**src/aa_cfg.svh**
```systemverilog
// fixed 32-bit buses; the stream beat layout assumes strobe width plus stream address equals one word
`ifndef AA_CFG_SVH
`define AA_CFG_SVH

// ----------------------------------------
// bus widths
// ----------------------------------------
`define AA_DATA_W        32
`define AA_STRB_W        (`AA_DATA_W / 8)
`define AA_LS_ADDR_W     15
// address field in the low bits of the first stream beat
`define AA_SS_ADDR_W     28

// region code lives in address bits 11:8
`define AA_REGION_MBOX   4'h0
`define AA_REGION_REG    4'h1

// mailbox words, indexed by address bits 4:2
`define AA_MBOX_DEPTH    8
`define AA_MBOX_IDX_W    3

// stream sideband
`define AA_TUSER_W       2
`define AA_TUSER_AXIL_WR 2'b01

`endif

```
**src/aa_axil_pkg.sv**
```systemverilog
// AXI-Lite side types; region decode looks at address bits 11:8 only, upper bits are ignored
`default_nettype none
`include "aa_cfg.svh"

package aa_axil_pkg;

  // local write headed for the stream, kept until both beats are out
  typedef struct packed {
    logic [`AA_LS_ADDR_W-1:0] addr;
    logic [`AA_DATA_W-1:0]    data;
    logic [`AA_STRB_W-1:0]    strb;
  } fwd_wr_t;

  typedef enum logic [1:0] {
    REGION_REG,
    REGION_MBOX,
    REGION_OUT
  } region_t;

  // anything that is not a bridge code belongs to the far side
  function automatic region_t decode_region(input logic [3:0] code);
    region_t r;
    case (code)
      `AA_REGION_REG:  r = REGION_REG;
      `AA_REGION_MBOX: r = REGION_MBOX;
      default:         r = REGION_OUT;
    endcase
    return r;
  endfunction

endpackage

`default_nettype wire

```
**src/aa_axis_pkg.sv**
```systemverilog
// stream side types; only the two-beat AXI-Lite write format (tuser 01) is described here
`default_nettype none
`include "aa_cfg.svh"

package aa_axis_pkg;

  // remote write after both beats are seen
  typedef struct packed {
    logic [`AA_SS_ADDR_W-1:0] addr;
    logic [`AA_DATA_W-1:0]    data;
    logic [`AA_STRB_W-1:0]    strb;
  } remote_wr_t;

  // beat order of one write
  typedef enum logic {
    PHASE_ADDR,
    PHASE_DATA
  } beat_phase_t;

endpackage

`default_nettype wire

```
**src/hold_slot.sv**
```systemverilog
// single-entry buffer; in_ready combinationally follows out_ready when full
`timescale 1ns/10ps
`default_nettype none

module hold_slot #(
  parameter type payload_t = logic [31:0]
) (
  input  wire           axis_clk,
  input  wire           axis_rst_n,
  input  wire           in_valid,
  output logic          in_ready,
  input  wire payload_t in_payload,
  output logic          out_valid,
  input  wire           out_ready,
  output payload_t      out_payload
);

  logic full;

  // take a new entry when empty or when the old one leaves this cycle
  assign in_ready  = ~full | out_ready;
  assign out_valid = full;

  always_ff @(posedge axis_clk or negedge axis_rst_n) begin
    if (!axis_rst_n) begin
      full <= 1'b0;
    end else if (in_valid && in_ready) begin
      full <= 1'b1;
    end else if (out_ready) begin
      full <= 1'b0;
    end
  end

  // payload only, loaded on push
  always_ff @(posedge axis_clk) begin
    if (in_valid && in_ready) begin
      out_payload <= in_payload;
    end
  end

endmodule

`default_nettype wire

```
**src/axil_slave_port.sv**
```systemverilog
// one request at a time, no B channel; awready/wready pulse marks the end of a write
`timescale 1ns/10ps
`default_nettype none
`include "aa_cfg.svh"

module axil_slave_port (
  input  wire                       axis_clk,
  input  wire                       axis_rst_n,
  // write address and write data
  input  wire                       s_awvalid,
  output logic                      s_awready,
  input  wire  [`AA_LS_ADDR_W-1:0]  s_awaddr,
  input  wire                       s_wvalid,
  output logic                      s_wready,
  input  wire  [`AA_DATA_W-1:0]     s_wdata,
  input  wire  [`AA_STRB_W-1:0]     s_wstrb,
  // read address and read data
  input  wire                       s_arvalid,
  output logic                      s_arready,
  input  wire  [`AA_LS_ADDR_W-1:0]  s_araddr,
  output logic                      s_rvalid,
  input  wire                       s_rready,
  output logic [`AA_DATA_W-1:0]     s_rdata,
  input  wire                       cc_aa_enable,
  // register file side
  output logic                      loc_wr_en,
  output logic [`AA_LS_ADDR_W-1:0]  loc_addr,
  output logic [`AA_DATA_W-1:0]     loc_wdata,
  output logic [`AA_STRB_W-1:0]     loc_wstrb,
  input  wire  [`AA_DATA_W-1:0]     loc_rdata,
  // push into the tx slot
  output logic                      fwd_valid,
  input  wire                       fwd_ready,
  output aa_axil_pkg::fwd_wr_t      fwd_payload
);
  import aa_axil_pkg::*;

  typedef enum logic [2:0] {
    ST_IDLE,
    ST_WRITE,
    ST_FWD,
    ST_READ,
    ST_RDONE
  } state_t;

  state_t                    state;
  logic                      wr_ack;
  logic                      wr_req;
  logic                      rd_req;
  region_t                   region_q;
  logic [`AA_LS_ADDR_W-1:0]  addr_q;
  logic [`AA_DATA_W-1:0]     data_q;
  logic [`AA_STRB_W-1:0]     strb_q;
  logic [`AA_DATA_W-1:0]     rdata_q;

  // nothing is accepted while the bridge is disabled
  assign wr_req = cc_aa_enable & s_awvalid & s_wvalid;
  assign rd_req = cc_aa_enable & s_arvalid;

  // ----------------------------------------
  // request FSM
  // ----------------------------------------
  always_ff @(posedge axis_clk or negedge axis_rst_n) begin
    if (!axis_rst_n) begin
      state  <= ST_IDLE;
      wr_ack <= 1'b0;
    end else begin
      case (state)
        ST_IDLE: begin
          // writes win over a read in the same cycle
          if (wr_req) begin
            state <= ST_WRITE;
          end else if (rd_req) begin
            state <= ST_READ;
          end
        end
        ST_WRITE: begin
          // second cycle of a local write is the ack and register update
          if (wr_ack) begin
            wr_ack <= 1'b0;
            state  <= ST_IDLE;
          end else if (region_q == REGION_OUT) begin
            state <= ST_FWD;
          end else begin
            wr_ack <= 1'b1;
          end
        end
        ST_FWD: begin
          if (fwd_ready) begin
            state <= ST_IDLE;
          end
        end
        ST_READ:  state <= ST_RDONE;
        ST_RDONE: begin
          if (s_rready) begin
            state <= ST_IDLE;
          end
        end
        default:  state <= ST_IDLE;
      endcase
    end
  end

  // request latches, loaded only from idle
  always_ff @(posedge axis_clk) begin
    if (state == ST_IDLE && wr_req) begin
      addr_q   <= s_awaddr;
      data_q   <= s_wdata;
      strb_q   <= s_wstrb;
      region_q <= decode_region(s_awaddr[11:8]);
    end else if (state == ST_IDLE && rd_req) begin
      addr_q <= s_araddr;
    end
    // outside regions read back as zero from the register file
    if (state == ST_READ) begin
      rdata_q <= loc_rdata;
    end
  end

  // forwarded writes complete on the slot handshake
  assign s_awready = (state == ST_WRITE && wr_ack) || (state == ST_FWD && fwd_ready);
  assign s_wready  = s_awready;
  assign s_arready = (state == ST_READ);
  assign s_rvalid  = (state == ST_RDONE);
  assign s_rdata   = rdata_q;

  assign loc_wr_en = (state == ST_WRITE) && wr_ack;
  assign loc_addr  = addr_q;
  assign loc_wdata = data_q;
  assign loc_wstrb = strb_q;

  assign fwd_valid   = (state == ST_FWD);
  assign fwd_payload = '{addr: addr_q, data: data_q, strb: strb_q};

endmodule

`default_nettype wire

```
**src/stream_tx.sv**
```systemverilog
// sends each forwarded write as two beats with tuser 01; the slot payload stays put until popped
`timescale 1ns/10ps
`default_nettype none
`include "aa_cfg.svh"

module stream_tx (
  input  wire                     axis_clk,
  input  wire                     axis_rst_n,
  input  wire                     req_valid,
  output logic                    req_ready,
  input  wire aa_axil_pkg::fwd_wr_t req_payload,
  output logic [`AA_DATA_W-1:0]   tdata,
  output logic [`AA_STRB_W-1:0]   tstrb,
  output logic [`AA_TUSER_W-1:0]  tuser,
  output logic                    tvalid,
  input  wire                     tready
);
  import aa_axis_pkg::*;

  localparam int addr_pad_w = `AA_SS_ADDR_W - `AA_LS_ADDR_W;

  logic        busy;
  beat_phase_t phase;

  // busy starts a cycle after the slot shows valid
  always_ff @(posedge axis_clk or negedge axis_rst_n) begin
    if (!axis_rst_n) begin
      busy  <= 1'b0;
      phase <= PHASE_ADDR;
    end else if (!busy) begin
      busy  <= req_valid;
      phase <= PHASE_ADDR;
    end else if (tready) begin
      if (phase == PHASE_ADDR) begin
        phase <= PHASE_DATA;
      end else begin
        busy  <= 1'b0;
        phase <= PHASE_ADDR;
      end
    end
  end

  // pop only once the data beat is taken
  assign req_ready = busy & tready & (phase == PHASE_DATA);

  // ----------------------------------------
  // beat contents
  // ----------------------------------------
  assign tvalid = busy;
  assign tuser  = `AA_TUSER_AXIL_WR;
  assign tstrb  = req_payload.strb;
  // first beat is strobe over zero-extended address
  assign tdata  = (phase == PHASE_ADDR) ?
                  {req_payload.strb, {addr_pad_w{1'b0}}, req_payload.addr} :
                  req_payload.data;

endmodule

`default_nettype wire

```
**src/stream_rx.sv**
```systemverilog
// only tuser 01 beats are assembled; every other beat is taken and dropped
`timescale 1ns/10ps
`default_nettype none
`include "aa_cfg.svh"

module stream_rx (
  input  wire                      axis_clk,
  input  wire                      axis_rst_n,
  input  wire  [`AA_DATA_W-1:0]    tdata,
  input  wire  [`AA_STRB_W-1:0]    tstrb,
  input  wire  [`AA_TUSER_W-1:0]   tuser,
  input  wire                      tvalid,
  output logic                     tready,
  output logic                     wr_valid,
  input  wire                      wr_ready,
  output aa_axis_pkg::remote_wr_t  wr_payload
);
  import aa_axis_pkg::*;

  beat_phase_t              phase;
  logic                     armed;
  logic                     is_wr;
  logic                     take;
  logic [`AA_SS_ADDR_W-1:0] addr_q;
  logic [`AA_STRB_W-1:0]    strb_q;

  // data beat is held off while the rx slot is full
  assign tready = armed & ((phase == PHASE_ADDR) | wr_ready);
  assign take   = tvalid & tready;
  assign is_wr  = (tuser == `AA_TUSER_AXIL_WR);

  always_ff @(posedge axis_clk or negedge axis_rst_n) begin
    if (!axis_rst_n) begin
      armed <= 1'b0;
      phase <= PHASE_ADDR;
    end else begin
      // keeps tready low through reset
      armed <= 1'b1;
      if (take && is_wr) begin
        phase <= (phase == PHASE_ADDR) ? PHASE_DATA : PHASE_ADDR;
      end
    end
  end

  // first beat is strobe in the top nibble, address below
  always_ff @(posedge axis_clk) begin
    if (take && is_wr && phase == PHASE_ADDR) begin
      {strb_q, addr_q} <= tdata;
    end
  end

  // the slot latches the word straight off the data beat
  assign wr_valid   = armed & tvalid & is_wr & (phase == PHASE_DATA);
  // data beat tstrb masks the bytes too
  assign wr_payload = '{addr: addr_q, data: tdata, strb: strb_q & tstrb};

endmodule

`default_nettype wire

```
**src/mbox_regs.sv**
```systemverilog
// 8-word mailbox plus enable/status; a local write always wins over a waiting remote write
`timescale 1ns/10ps
`default_nettype none
`include "aa_cfg.svh"

module mbox_regs (
  input  wire                       axis_clk,
  input  wire                       axis_rst_n,
  input  wire                       loc_wr_en,
  input  wire  [`AA_LS_ADDR_W-1:0]  loc_addr,
  input  wire  [`AA_DATA_W-1:0]     loc_wdata,
  input  wire  [`AA_STRB_W-1:0]     loc_wstrb,
  output logic [`AA_DATA_W-1:0]     loc_rdata,
  input  wire                       rem_valid,
  output logic                      rem_ready,
  input  wire aa_axis_pkg::remote_wr_t rem_payload,
  output logic                      mb_irq
);
  import aa_axil_pkg::*;

  logic [`AA_DATA_W-1:0]    mbox [`AA_MBOX_DEPTH];
  logic                     intr_enable;
  logic                     intr_status;
  logic                     rem_fire;
  logic                     wr_en;
  logic [11:0]              wr_addr;
  logic [`AA_DATA_W-1:0]    wr_data;
  logic [`AA_STRB_W-1:0]    wr_strb;
  logic [`AA_MBOX_IDX_W-1:0] wr_idx;
  region_t                  wr_region;
  region_t                  rd_region;
  logic                     status_clr;
  logic                     status_set;

  assign rem_ready = ~loc_wr_en;
  assign rem_fire  = rem_valid & rem_ready;
  assign wr_en     = loc_wr_en | rem_fire;

  // ----------------------------------------
  // shared write port
  // ----------------------------------------
  always_comb begin
    if (loc_wr_en) begin
      wr_addr = loc_addr[11:0];
      wr_data = loc_wdata;
      wr_strb = loc_wstrb;
    end else begin
      wr_addr = rem_payload.addr[11:0];
      wr_data = rem_payload.data;
      wr_strb = rem_payload.strb;
    end
  end

  assign wr_region = decode_region(wr_addr[11:8]);
  assign wr_idx    = wr_addr[`AA_MBOX_IDX_W+1:2];

  // byte-merged mailbox update
  always_ff @(posedge axis_clk or negedge axis_rst_n) begin
    if (!axis_rst_n) begin
      for (int i = 0; i < `AA_MBOX_DEPTH; i++) begin
        mbox[i] <= '0;
      end
    end else if (wr_en && wr_region == REGION_MBOX) begin
      for (int b = 0; b < `AA_STRB_W; b++) begin
        if (wr_strb[b]) begin
          mbox[wr_idx][8*b +: 8] <= wr_data[8*b +: 8];
        end
      end
    end
  end

  // status: cleared by local W1C at offset 4, set by any remote mailbox write
  assign status_clr = loc_wr_en & (wr_region == REGION_REG) & wr_addr[2] &
                      wr_strb[0] & wr_data[0];
  assign status_set = rem_fire & (wr_region == REGION_MBOX) & (|wr_strb);

  always_ff @(posedge axis_clk or negedge axis_rst_n) begin
    if (!axis_rst_n) begin
      intr_enable <= 1'b0;
      intr_status <= 1'b0;
    end else begin
      // enable at offset 0, writable from either side
      if (wr_en && wr_region == REGION_REG && !wr_addr[2] && wr_strb[0]) begin
        intr_enable <= wr_data[0];
      end
      if (status_clr) begin
        intr_status <= 1'b0;
      end else if (status_set) begin
        intr_status <= 1'b1;
      end
    end
  end

  assign mb_irq = intr_status & intr_enable;

  // local read, zero outside the bridge
  assign rd_region = decode_region(loc_addr[11:8]);

  always_comb begin
    case (rd_region)
      REGION_REG:  loc_rdata = {{(`AA_DATA_W-1){1'b0}}, loc_addr[2] ? intr_status : intr_enable};
      REGION_MBOX: loc_rdata = mbox[loc_addr[`AA_MBOX_IDX_W+1:2]];
      default:     loc_rdata = '0;
    endcase
  end

endmodule

`default_nettype wire

```
**src/axil_axis_bridge.sv**
```systemverilog
// single axis_clk domain; tkeep/tlast are not driven or checked, remote reads are not supported
`timescale 1ns/10ps
`default_nettype none
`include "aa_cfg.svh"

module axil_axis_bridge (
  input  wire                       axis_clk,
  input  wire                       axis_rst_n,
  // AXI-Lite slave
  input  wire                       s_awvalid,
  output logic                      s_awready,
  input  wire  [`AA_LS_ADDR_W-1:0]  s_awaddr,
  input  wire                       s_wvalid,
  output logic                      s_wready,
  input  wire  [`AA_DATA_W-1:0]     s_wdata,
  input  wire  [`AA_STRB_W-1:0]     s_wstrb,
  input  wire                       s_arvalid,
  output logic                      s_arready,
  input  wire  [`AA_LS_ADDR_W-1:0]  s_araddr,
  output logic                      s_rvalid,
  input  wire                       s_rready,
  output logic [`AA_DATA_W-1:0]     s_rdata,
  input  wire                       cc_aa_enable,
  // stream master
  output logic [`AA_DATA_W-1:0]     aa_as_tdata,
  output logic [`AA_STRB_W-1:0]     aa_as_tstrb,
  output logic [`AA_TUSER_W-1:0]    aa_as_tuser,
  output logic                      aa_as_tvalid,
  input  wire                       as_aa_tready,
  // stream slave
  input  wire  [`AA_DATA_W-1:0]     as_aa_tdata,
  input  wire  [`AA_STRB_W-1:0]     as_aa_tstrb,
  input  wire  [`AA_TUSER_W-1:0]    as_aa_tuser,
  input  wire                       as_aa_tvalid,
  output logic                      aa_as_tready,
  output logic                      mb_irq
);
  import aa_axil_pkg::*;
  import aa_axis_pkg::*;

  // local register path
  logic                      loc_wr_en;
  logic [`AA_LS_ADDR_W-1:0]  loc_addr;
  logic [`AA_DATA_W-1:0]     loc_wdata;
  logic [`AA_STRB_W-1:0]     loc_wstrb;
  logic [`AA_DATA_W-1:0]     loc_rdata;
  // tx path, port to slot to packer
  logic                      fwd_valid;
  logic                      fwd_ready;
  fwd_wr_t                   fwd_payload;
  logic                      txq_valid;
  logic                      txq_ready;
  fwd_wr_t                   txq_payload;
  // rx path, assembler to slot to registers
  logic                      rxw_valid;
  logic                      rxw_ready;
  remote_wr_t                rxw_payload;
  logic                      rem_valid;
  logic                      rem_ready;
  remote_wr_t                rem_payload;

  axil_slave_port u_slave (.*);

  hold_slot #(.payload_t(fwd_wr_t)) u_tx_slot (
    .axis_clk    (axis_clk),
    .axis_rst_n  (axis_rst_n),
    .in_valid    (fwd_valid),
    .in_ready    (fwd_ready),
    .in_payload  (fwd_payload),
    .out_valid   (txq_valid),
    .out_ready   (txq_ready),
    .out_payload (txq_payload)
  );

  stream_tx u_tx (
    .axis_clk    (axis_clk),
    .axis_rst_n  (axis_rst_n),
    .req_valid   (txq_valid),
    .req_ready   (txq_ready),
    .req_payload (txq_payload),
    .tdata       (aa_as_tdata),
    .tstrb       (aa_as_tstrb),
    .tuser       (aa_as_tuser),
    .tvalid      (aa_as_tvalid),
    .tready      (as_aa_tready)
  );

  stream_rx u_rx (
    .axis_clk    (axis_clk),
    .axis_rst_n  (axis_rst_n),
    .tdata       (as_aa_tdata),
    .tstrb       (as_aa_tstrb),
    .tuser       (as_aa_tuser),
    .tvalid      (as_aa_tvalid),
    .tready      (aa_as_tready),
    .wr_valid    (rxw_valid),
    .wr_ready    (rxw_ready),
    .wr_payload  (rxw_payload)
  );

  hold_slot #(.payload_t(remote_wr_t)) u_rx_slot (
    .axis_clk    (axis_clk),
    .axis_rst_n  (axis_rst_n),
    .in_valid    (rxw_valid),
    .in_ready    (rxw_ready),
    .in_payload  (rxw_payload),
    .out_valid   (rem_valid),
    .out_ready   (rem_ready),
    .out_payload (rem_payload)
  );

  mbox_regs u_regs (.*);

endmodule

`default_nettype wire

```
**config.mk**
```make
export PLATFORM = sky130hd
export DESIGN_NAME = axil_axis_bridge
export DESIGN_NICKNAME = d
export VERILOG_FILES = /design/src/aa_axil_pkg.sv /design/src/aa_axis_pkg.sv /design/src/hold_slot.sv /design/src/axil_slave_port.sv /design/src/stream_tx.sv /design/src/stream_rx.sv /design/src/mbox_regs.sv /design/src/axil_axis_bridge.sv
export VERILOG_INCLUDE_DIRS = /design/src /design/src/src
export SDC_FILE = /design/constraint.sdc
export NUM_CORES = 1
export LEC_CHECK = 0
export ABC_AREA = 1
export BUFFER_PORTS_ARGS = -buffer_cell sky130_fd_sc_hd__buf_2
export CAP_MARGIN = 10
export CELL_PAD_IN_SITES_DETAIL_PLACEMENT = 0
export CELL_PAD_IN_SITES_GLOBAL_PLACEMENT = 2
export CORE_MARGIN = 4
export CORE_UTILIZATION = 37
export CTS_CLUSTER_SIZE = 12
export DETAILED_ROUTE_END_ITERATION = 6
export PLACE_DENSITY = 0.85
export SLEW_MARGIN = 15
export SYNTH_ARGS = -nofsm -noshare
export SYNTH_HDL_FRONTEND = slang
export SYNTH_SLANG_ARGS = --single-unit
```
**constraint.sdc**
```tcl
create_clock -name axis_clk -period 4 [get_ports axis_clk]
set_input_delay 0.8 -clock axis_clk [delete_from_list [all_inputs] [get_ports axis_clk]]
set_output_delay 0.8 -clock axis_clk [all_outputs]
set_load 0.02 [all_outputs]
```
==> flow_summary.toml, run 1 <==
[logic_synthesis]
synthFlopType = "dfrtp_1"
seq_area_frac_synth = 0.625
netlist_instances = 2212
synth.cell_area_um2 = 19900
yosysWarnings = 0
ys_ff_latch = 458
synth_edf_count = 190
synth_cell_types = 31
syn_avg_cell_area_um2 = 8.97
synth-async-reset-ratio = 0.585

[placement]
portBuffers = 187
dp_hpwl_mm = 38.4
gp_congestion = 0.790

[sta]
drv_slew = 0
rsz0062_at_grt = "false"
min_period_over_period = 0.801
fin_tns_setup_ps = 0
worstMarginPinSlew_ps = 1090
whs_ps = 151
fin_crit_ps = 3210
clock_skew_ps = 14.2
hold_violations = 0
setup_viol = 0
fmax_mhz = 312
slew-limit-headroom = 0.274

[pwr]
power_mw = 12.5
swShare = 0.318
peakVddDrop_uv = 332
p_comb_frac = 0.205
p_seq_frac = 0.444
pwr-share-clk = 0.351
p_sw_mw = 3.99
p_int_mw = 8.56
leakagePower_nw = 11.2
power_density_nw_per_um2 = 542

[routing]
drtAntennaViolNets = 0
via_count = 15900
drt-vias-per-instance = 5.14
drc = 0
wire_per_inst_um = 19.1
drt_first_iter_violations = 1203
firstDrtPassIters = 5
drt-total-wl_mm = 59.2

[floorplan]
num_io_pins = 190
rows = 84
die_w_um = 240
die_y_um = 240
initial_utilization = 0.376
core_area_um2 = 52900
fp.dieArea_um2 = 57400

[critical_path]
critPathArrivalTime_ps = 2410
endpoint_kind = "primary output"
required_ps = 3200
path_class = "reg -> out"
cp-start-kind = "flip-flop"
cp_max_fo = 24

[clock_network]
ctsResizeCount = 0
numCtsBuffers = 50
cts_root_buf = "clkbuf_16"
hold_buffers = 0
clk_pin_slew_ps = 60
tritoncts = "done"
postCtsSetupBuffers = 0
worstSkewPairLatency_ps = 600
htreeDepth = 2
clk_path_buf_depth = 3
cts.sinks = 458

[grt]
grt_max_degree = 133
grt-ovfl-total = 0
grt_pass1_wl_mm = 93.1
grtUsageTotal = 0.206
antenna_found_initial = 0
grt_pass1_vias = 15900

[layout]
layout-drive-gt1-share = 0.136
area_growth_pct = 16.5
fin_nets = 2487
antennaDiodeCount = 0

[min_path]
min_path_type = "in -> async"

[job]
cap_viol_max_count = 0

[run_status]
outcome = "completed"
==> critical path: stages (launching register included) <==
cell and delay (ps):
dfrtp_1 410, inv_2 70, nor2_4 140, nand3_2 330
buf_4 360, nor2_1 190, a21boi_0 130, buf_2 180
==> area by class of cell <==
cell class                 count  area [um^2]
multi-input combinational   1575         6740
clock buffer                  74         1390
fill                        5218        29700
sequential                   458        12400
inverter                      54          204
tap                          688          861
clock inverter                15          144
timing repair buffer         235         1380
==> flip-flops by register name, indices dropped and copies added (netlist names), 2 cells and up <==
register and count:
u_rx_slot.out_payload 43, u_slave.loc_addr 15, u_slave.region_q 2, u_rx.addr_q 7, u_slave.state 3, u_slave.loc_wstrb 4, u_slave.s_rdata 32, u_tx_slot.out_payload 51
u_rx.strb_q 4, u_slave.loc_wdata 32, u_regs.mbox 256
==> routing by layer <==
metal	vias up	share of wire	global-route usage
li1	7622	-	-
met1	7850	0.45	0.287
met2	392	0.48	0.343
met3	80	0.042	0.0295
met4	0	0.024	0.0510
met5	-	0	0
==> cell usage after synthesis (4+ instances only) <==
library cell,instances,area share
inv_2,4,0.00076
a31oi_1,31,0.0098
o21ai_1,4,0.0010
dfrtp_1,268,0.34
clkbuf_1,84,0.016
nor2_1,235,0.044
edfxtp_1,190,0.29
nor2_4,5,0.0028
nand4_1,4,0.0013
buf_2,29,0.0073
buf_4,7,0.0026
nor2_2,8,0.0025
buf_1,6,0.0011
nor3_1,5,0.0013
o21ai_0,197,0.050
nand3_1,262,0.066
nand2_1,805,0.15
inv_1,49,0.0093
==> metrics by stage <==
stage | cells | area (um^2) | util | setup slack, ps
floorplan | 2213 | 19900 | - | 363
global placement | 3010 | 21600 | 0.409 | 1080
detailed placement | 3010 | 21600 | 0.409 | 1020
CTS | 3099 | 23100 | 0.438 | 712
global route | 3099 | 23100 | 0.438 | 509
finish | 3099 | 23100 | 0.438 | 794
==> path summary, 6_finish.rpt <==
check / startpoint / endpoint / slack, ps / cells past startpoint
worst min register to register: u_slave.loc_addr[7] / u_tx_slot.out_payload[43] / 420 / 0
min in group axis_clk: s_wdata[3] / u_slave.loc_wdata[3] / 380 / 1
worst max register to register: u_slave.state[0] / u_regs.mbox[13] / 1000 / 11
max in group asynchronous: axis_rst_n / u_regs.mbox[146] / 3020 / 2
worst max-delay path: u_slave.state[0] / aa_as_tready / 790 / 7
worst min-delay path: axis_rst_n / u_regs.mbox[88] / 150 / 1
==> kinds of logic after synthesis <==
family,count (synthesis),synth area share
flops,458,0.625
other cells,2,0.000378
buf+inv,180,0.0372
compound gates,245,0.0654
simple gates,1327,0.272
==> power groups by stage <==
stage | logic (mW) | clock network (mW) | registers [mW]
2_1_floorplan | 1.55 | 0 | 5.65
3_3_place_gp | 2.60 | 0 | 5.64
3_5_place_dp | 2.61 | 0 | 5.65
4_1_cts | 2.62 | 4.51 | 5.57
5_1_grt | 2.85 | 4.72 | 5.60
6_report | 2.58 | 4.40 | 5.56
==> placed cells by master (no fill, tap or decap), types with 11 or more instances in the layout <==
| cell | count |
|---|---|
| a31oi_1 | 31 |
| edfxtp_1 | 190 |
| inv_1 | 46 |
| nor2_4 | 11 |
| clkbuf_16 | 50 |
| buf_4 | 42 |
| nand3_1 | 262 |
| buf_2 | 186 |
| nor2_1 | 232 |
| nand2_1 | 805 |
| clkbuf_1 | 19 |
| o21ai_0 | 197 |
| dfrtp_1 | 268 |
(Power assumes the default switching activity.)
==> run 2: changes to the inputs <==
--- a/config.mk
+++ b/config.mk
@@ -6,16 +6,16 @@
 export SDC_FILE = /design/constraint.sdc
 export NUM_CORES = 1
 export LEC_CHECK = 0
-export ABC_AREA = 1
+export ABC_AREA = 0
 export BUFFER_PORTS_ARGS = -buffer_cell sky130_fd_sc_hd__buf_2
 export CAP_MARGIN = 10
 export CELL_PAD_IN_SITES_DETAIL_PLACEMENT = 0
 export CELL_PAD_IN_SITES_GLOBAL_PLACEMENT = 2
 export CORE_MARGIN = 4
-export CORE_UTILIZATION = 37
+export CORE_UTILIZATION = 40
 export CTS_CLUSTER_SIZE = 12
 export DETAILED_ROUTE_END_ITERATION = 6
-export PLACE_DENSITY = 0.85
+export PLACE_DENSITY = 0.81
 export SLEW_MARGIN = 15
 export SYNTH_ARGS = -nofsm -noshare
 export SYNTH_HDL_FRONTEND = slang
==> constraint.sdc (replaced) <==
create_clock -name axis_clk -period 2.81 [get_ports axis_clk]
set_input_delay 0.562 -clock axis_clk [delete_from_list [all_inputs] [get_ports axis_clk]]
set_output_delay 0.562 -clock axis_clk [all_outputs]
set_load 0.02 [all_outputs]
==> flow_summary.toml, run 2 <==
[clock_network]
cts_root_buf = "clkbuf_16"
htreeDepth = 2
clk_pin_slew_ps = 60
numCtsBuffers = 48
clk_path_buf_depth = 3
cts.sinks = 458
worstSkewPairLatency_ps = 580
tritoncts = "done"

[floorplan]
rows = 80
fp.dieArea_um2 = 52600
initial_utilization = 0.408
die_w_um = 229
num_io_pins = 190
die_y_um = 229
core_area_um2 = 48000

[sta]
worstMarginPinSlew_ps = 761
fmax_mhz = 369
clock_skew_ps = 19.5
rsz0062_at_grt = "false"
drv_slew = 0
min_period_over_period = 0.964
slew-limit-headroom = 0.482
fin_tns_setup_ps = 0
hold_violations = 0
fin_crit_ps = 2710
setup_viol = 0

[pwr]
p_int_mw = 12.2
power_density_nw_per_um2 = 726
p_comb_frac = 0.175
p_sw_mw = 4.72
p_seq_frac = 0.463
pwr-share-clk = 0.362
peakVddDrop_uv = 439
swShare = 0.279
power_mw = 16.9
leakagePower_nw = 10.0

[critical_path]
cp-start-kind = "flip-flop"
required_ps = 2250
critPathArrivalTime_ps = 2150
cp_slowest_stage_delay_ps = 440
path_buf_inv = 2
endpoint_kind = "primary output"
cp_max_fo = 7
cp_slowest_cell = "dfrtp_2"
path_class = "reg -> out"
path_cells = "inv_1, or3_1, a21oi_4, nand2b_1, buf_2"
cp_top_family = "simple AND/OR/NAND/NOR gates"

[logic_synthesis]
synth.cell_area_um2 = 19600
netlist_instances = 1158
synthFlopType = "dfrtp_1"
synth_area_leaders = "dfrtp_1 (34%), edfxtp_1 (29%), mux2_2 (17%)"
synth_top_area_share = 0.343
syn_avg_cell_area_um2 = 16.9
synth_cell_types = 45
synth_commonest_cells = "mux2_2 (293), dfrtp_1 (268), edfxtp_1 (190), nand2_1 (106), mux4_2 (64)"
synth_top_cell_by_area = "dfrtp_1"
synth-async-reset-ratio = 0.585
synth_edf_count = 190
seq_area_frac_synth = 0.634
ys_ff_latch = 458
yosysWarnings = 0
yosysMostFrequentCell = "mux2_2"

[routing]
drtAntennaViolNets = 0
wire_per_inst_um = 22.4
firstDrtPassIters = 4
via_count = 10800
drt-vias-per-instance = 5.20
drc = 0
drt_first_iter_violations = 506
drt-total-wl_mm = 46.6

[grt]
grt-ovfl-total = 0
antenna_found_initial = 1
grtUsageTotal = 0.178
grt_pass1_vias = 11500
grt_max_degree = 73
grt_pass1_wl_mm = 71.4

[layout]
fin_nets = 1534
antennaDiodeCount = 0
largest_registers = "u_regs.mbox: 256 flops, u_tx_slot.out_payload: 51 flops, u_rx_slot.out_payload: 43 flops"
fillerInstances = 4178
largest_reg_flops = 256
layout_common_cells = "mux2_2 (293), dfrtp_1 (265), edfxtp_1 (190)"
area_growth_pct = 19.0
layout-drive-gt1-share = 0.507
mostFrequentLayoutCell = "mux2_2"
top_register = "u_regs.mbox"
final_cell_count_no_fill = 2075
post-route-cell-area_um2 = 23300

[placement]
place_area_um2 = 21700
dp.cells = 1982
portBuffers = 187
dp_hpwl_mm = 31.1
gp_congestion = 0.745

[job]
cap_viol_max_count = 0

[min_path]
min_path_type = "in -> reg"

[run_status]
outcome = "completed"
run 2: changes by cell type in the layout (fill, tap and decap cells not counted), sizes merged, moves of 29 or more:
cell    previous run  this run
mux4               0        64
mux2               0       294
o21ai            202         1
nor2             248        37
a31oi             31         1
nand3            263         7
buf              235       264
inv               56         6
a211oi             0        32
mux2i              0        36
nand2            805       106
run 2: timing repair:
item	in CTS	in global routing
hold endpoints to repair	66	0
setup buffers	2	1
hold buffers	1	0
setup endpoints to repair	3	3
gates cloned	0	0
gates resized for setup	3	3
pin swaps	1	0
run 2: area by class of cell:
| class | instances | area, um^2 | share of cell area |
|---|---|---|---|
| flip-flops and latches | 458 | 12400 | 0.533 |
| multi-input cells | 645 | 6950 | 0.298 |
| repair buffers | 265 | 1640 | 0.0703 |
| clock buffers | 80 | 1430 | 0.0615 |
| well taps | 615 | 769 | 0.0330 |
| clock inverters | 9 | 83.8 | 0.00360 |
| inverters | 3 | 11.3 | 0.000483 |
run 2: path summary, 6_finish.rpt:
kind                                     startpoint                   endpoint  slack (ps)  cells after the start
worst max-delay path               u_slave.state[1]                  s_awready         100                      5
worst min-delay path                as_aa_tdata[14]  u_rx_slot.out_payload[18]         150                      1
worst max register to register     u_slave.state[2]            u_regs.mbox[38]         350                      6
worst min register to register  u_slave.loc_addr[1]  u_tx_slot.out_payload[37]         420                      0
max in group asynchronous                axis_rst_n           u_regs.mbox[178]        1470                      3
min in group asynchronous                axis_rst_n           u_regs.mbox[131]         530                      2
run 2: cells by family (layout without fill, tap and decap cells):
group,Yosys count,in the layout,share of synthesized area
compound gates,44,44,0.0369
xor+xnor,1,1,0.000447
buf+inv,56,357,0.0147
flops,458,458,0.634
mux,394,394,0.264
other cells,2,3,0.000384
simple gates,203,203,0.0498
run 2: power by group through the flow:
stage / Sequential [mW] / Clock, mW / Combinational (mW)
after detailed placement: 7.96 / 0 / 2.99
after floorplan: 7.95 / 0 / 1.79
after global routing: 7.89 / 6.57 / 3.20
after global placement: 7.94 / 0 / 2.95
final: 7.84 / 6.13 / 2.96
after CTS: 7.84 / 6.30 / 3.02
run 2: metal layers:
layer	routed length, um	vias to the layer above	part of all wire	global-route usage
li1	-	4847	-	-
met1	20300	5656	0.44	0.239
met2	23600	236	0.51	0.303
met3	1900	51	0.041	0.0282
met4	790	0	0.017	0.0437
met5	0	-	0	0
run 2: worst reg2reg max path, cell delays in order, from the launching register on:
cell and delay [ps]:
dfrtp_1 480, nand4bb_4 220, buf_4 220, mux2_2 550, a211oi_4 270, buf_4 240
mux2_2 360
run 2: metrics by stage:
stage | util | hold slack (ps) | setup slack [ps]
5_1_grt | 0.485 | 129 | 3.47
3_5_place_dp | 0.452 | 405 | 336
2_1_floorplan | - | 266 | -16.5
4_1_cts | 0.485 | 118 | 17.1
3_3_place_gp | 0.452 | 403 | 398
6_report | 0.485 | 151 | 102
==> run 3: changes to the inputs <==
--- a/config.mk
+++ b/config.mk
@@ -16,6 +16,7 @@
 export CTS_CLUSTER_SIZE = 12
 export DETAILED_ROUTE_END_ITERATION = 6
 export PLACE_DENSITY = 0.81
+export SETUP_SLACK_MARGIN = 0.4
 export SLEW_MARGIN = 15
 export SYNTH_ARGS = -nofsm -noshare
 export SYNTH_HDL_FRONTEND = slang
==> flow_summary.toml, run 3 (synthesis gave the netlist of run 2 again) <==
[min_path]
min_path_type = "in -> reg"

[routing]
drt_first_iter_violations = 489
drt-vias-per-instance = 5.18
drt-total-wl_mm = 46.0
via_count = 10900
wire_per_inst_um = 21.9
drtAntennaViolNets = 0
firstDrtPassIters = 5
drc = 0

[critical_path]
critPathArrivalTime_ps = 2040
cp-start-kind = "flip-flop"
path_cells = "buf_6, inv_4, or3_4, a21oi_4, nand2b_4, buf_6"
cp_slowest_cell = "or3_4"
path_class = "reg -> out"
endpoint_kind = "primary output"
cp_max_fo = 3
cp_slowest_stage_delay_ps = 390
critPathMostFrequentCell = "buf_6"
required_ps = 2250
cp_top_family = "simple AND/OR/NAND/NOR gates"
path_buf_inv = 3

[clock_network]
tritoncts = "done"
cts.sinks = 458
cts_root_buf = "clkbuf_16"
htreeDepth = 2
worstSkewPairLatency_ps = 590
numCtsBuffers = 50
clk_path_buf_depth = 3
clk_pin_slew_ps = 60

[sta]
min_period_over_period = 0.927
fin_crit_ps = 2610
rsz0062_at_grt = "true"
fmax_mhz = 384
clock_skew_ps = 23.7
fin_tns_setup_ps = 0
slew-limit-headroom = 0.589
whs_ps = 146
hold_violations = 0
worstMarginPinSlew_ps = 612
drv_slew = 0
setup_viol = 0

[placement]
dp_hpwl_mm = 30.7
gp_congestion = 0.764
portBuffers = 187

[layout]
antennaDiodeCount = 0
top_register = "u_regs.mbox"
mostFrequentLayoutCell = "mux2_2"
largest_registers = "u_regs.mbox: 256 flops, u_tx_slot.out_payload: 51 flops, u_rx_slot.out_payload: 43 flops"
fin_util = 0.498
layout_common_cells = "mux2_2 (290), dfrtp_1 (266), edfxtp_1 (190)"
area_growth_pct = 22.3
layout-drive-gt1-share = 0.517
fin_nets = 1561
largest_reg_flops = 256

[floorplan]
core_area_um2 = 48000
rows = 80
die_y_um = 229
num_io_pins = 190
die_w_um = 229
initial_utilization = 0.408
fp.dieArea_um2 = 52600

[grt]
grt_max_degree = 71
antenna_found_initial = 2
grt_pass1_vias = 11900
grtUsageTotal = 0.177
grt-ovfl-total = 0
grt_pass1_wl_mm = 71.7

[pwr]
leakagePower_nw = 10.3
power_density_nw_per_um2 = 729
peakVddDrop_uv = 477
power_mw = 17.4

[run_status]
outcome = "completed"

[job]
cap_viol_max_count = 0
## run 3: final cells by class
| cell class | count | area (um^2) |
|---|---|---|
| fillers | 4067 | 24100 |
| flip-flops and latches | 458 | 12400 |
| repair buffers | 290 | 2120 |
| multi-input cells | 645 | 7010 |
| clock buffers | 74 | 1470 |
| well taps | 615 | 769 |
| clock inverters | 20 | 146 |
| inverters | 3 | 13.8 |
## run 3: power by group
group / internal [mW] / total, mW / switching, mW
sequential: 7.58 / 7.84 / 0.268
combinational: 1.28 / 3.24 / 1.96
clock: 3.78 / 6.36 / 2.58
total: 12.6 / 17.4 / 4.81
## run 3: per-layer routing
metal	up-vias	global-route usage	wire, um
met2	237	0.299	23000
met4	0	0.0515	1020
li1	4913	-	-
met3	65	0.0278	2270
met1	5696	0.237	19700
met5	-	0	0
## run 3: worst paths after layout
path,from,endpoint,slack (ps),depth (start not counted)
max in group asynchronous,axis_rst_n,u_regs.mbox[154],1510,3
min in group asynchronous,axis_rst_n,u_regs.mbox[167],540,2
hold reg to reg,u_slave.loc_addr[1],u_tx_slot.out_payload[37],420,0
hold / removal,s_wdata[17],u_slave.loc_wdata[17],150,1
setup reg to reg,u_slave.state[2],u_regs.mbox[108],440,9
setup / recovery,u_slave.state[1],s_awready,200,6
## run 3: metrics by stage
step / setup WS (ps) / cell area [um^2] / cells
6_report: 205 / 23900 / 2105
5_1_grt: 131 / 23900 / 2105
4_1_cts: 164 / 23600 / 2091
3_5_place_dp: 310 / 21800 / 1985
3_3_place_gp: 376 / 21800 / 1985
2_1_floorplan: 38.8 / 19600 / 1159
## run 3: what timing repair did
item,in CTS,in global routing
pin swaps,4,3
buffers inserted,10,14
resized for setup,14,42
hold buffers,1,0
cloned,1,0
endpoints found under the hold margin,64,0
setup endpoints to repair,34,265
## run 3: worst reg2reg max path, cell delays in order, from the launching register on
cell and delay, ps:
dfrtp_1 390, buf_4 140, nand4bb_4 260, buf_12 180, buf_6 140, mux2i_4 190, buf_12 180, a211oi_4 200
buf_4 220, mux2_2 360
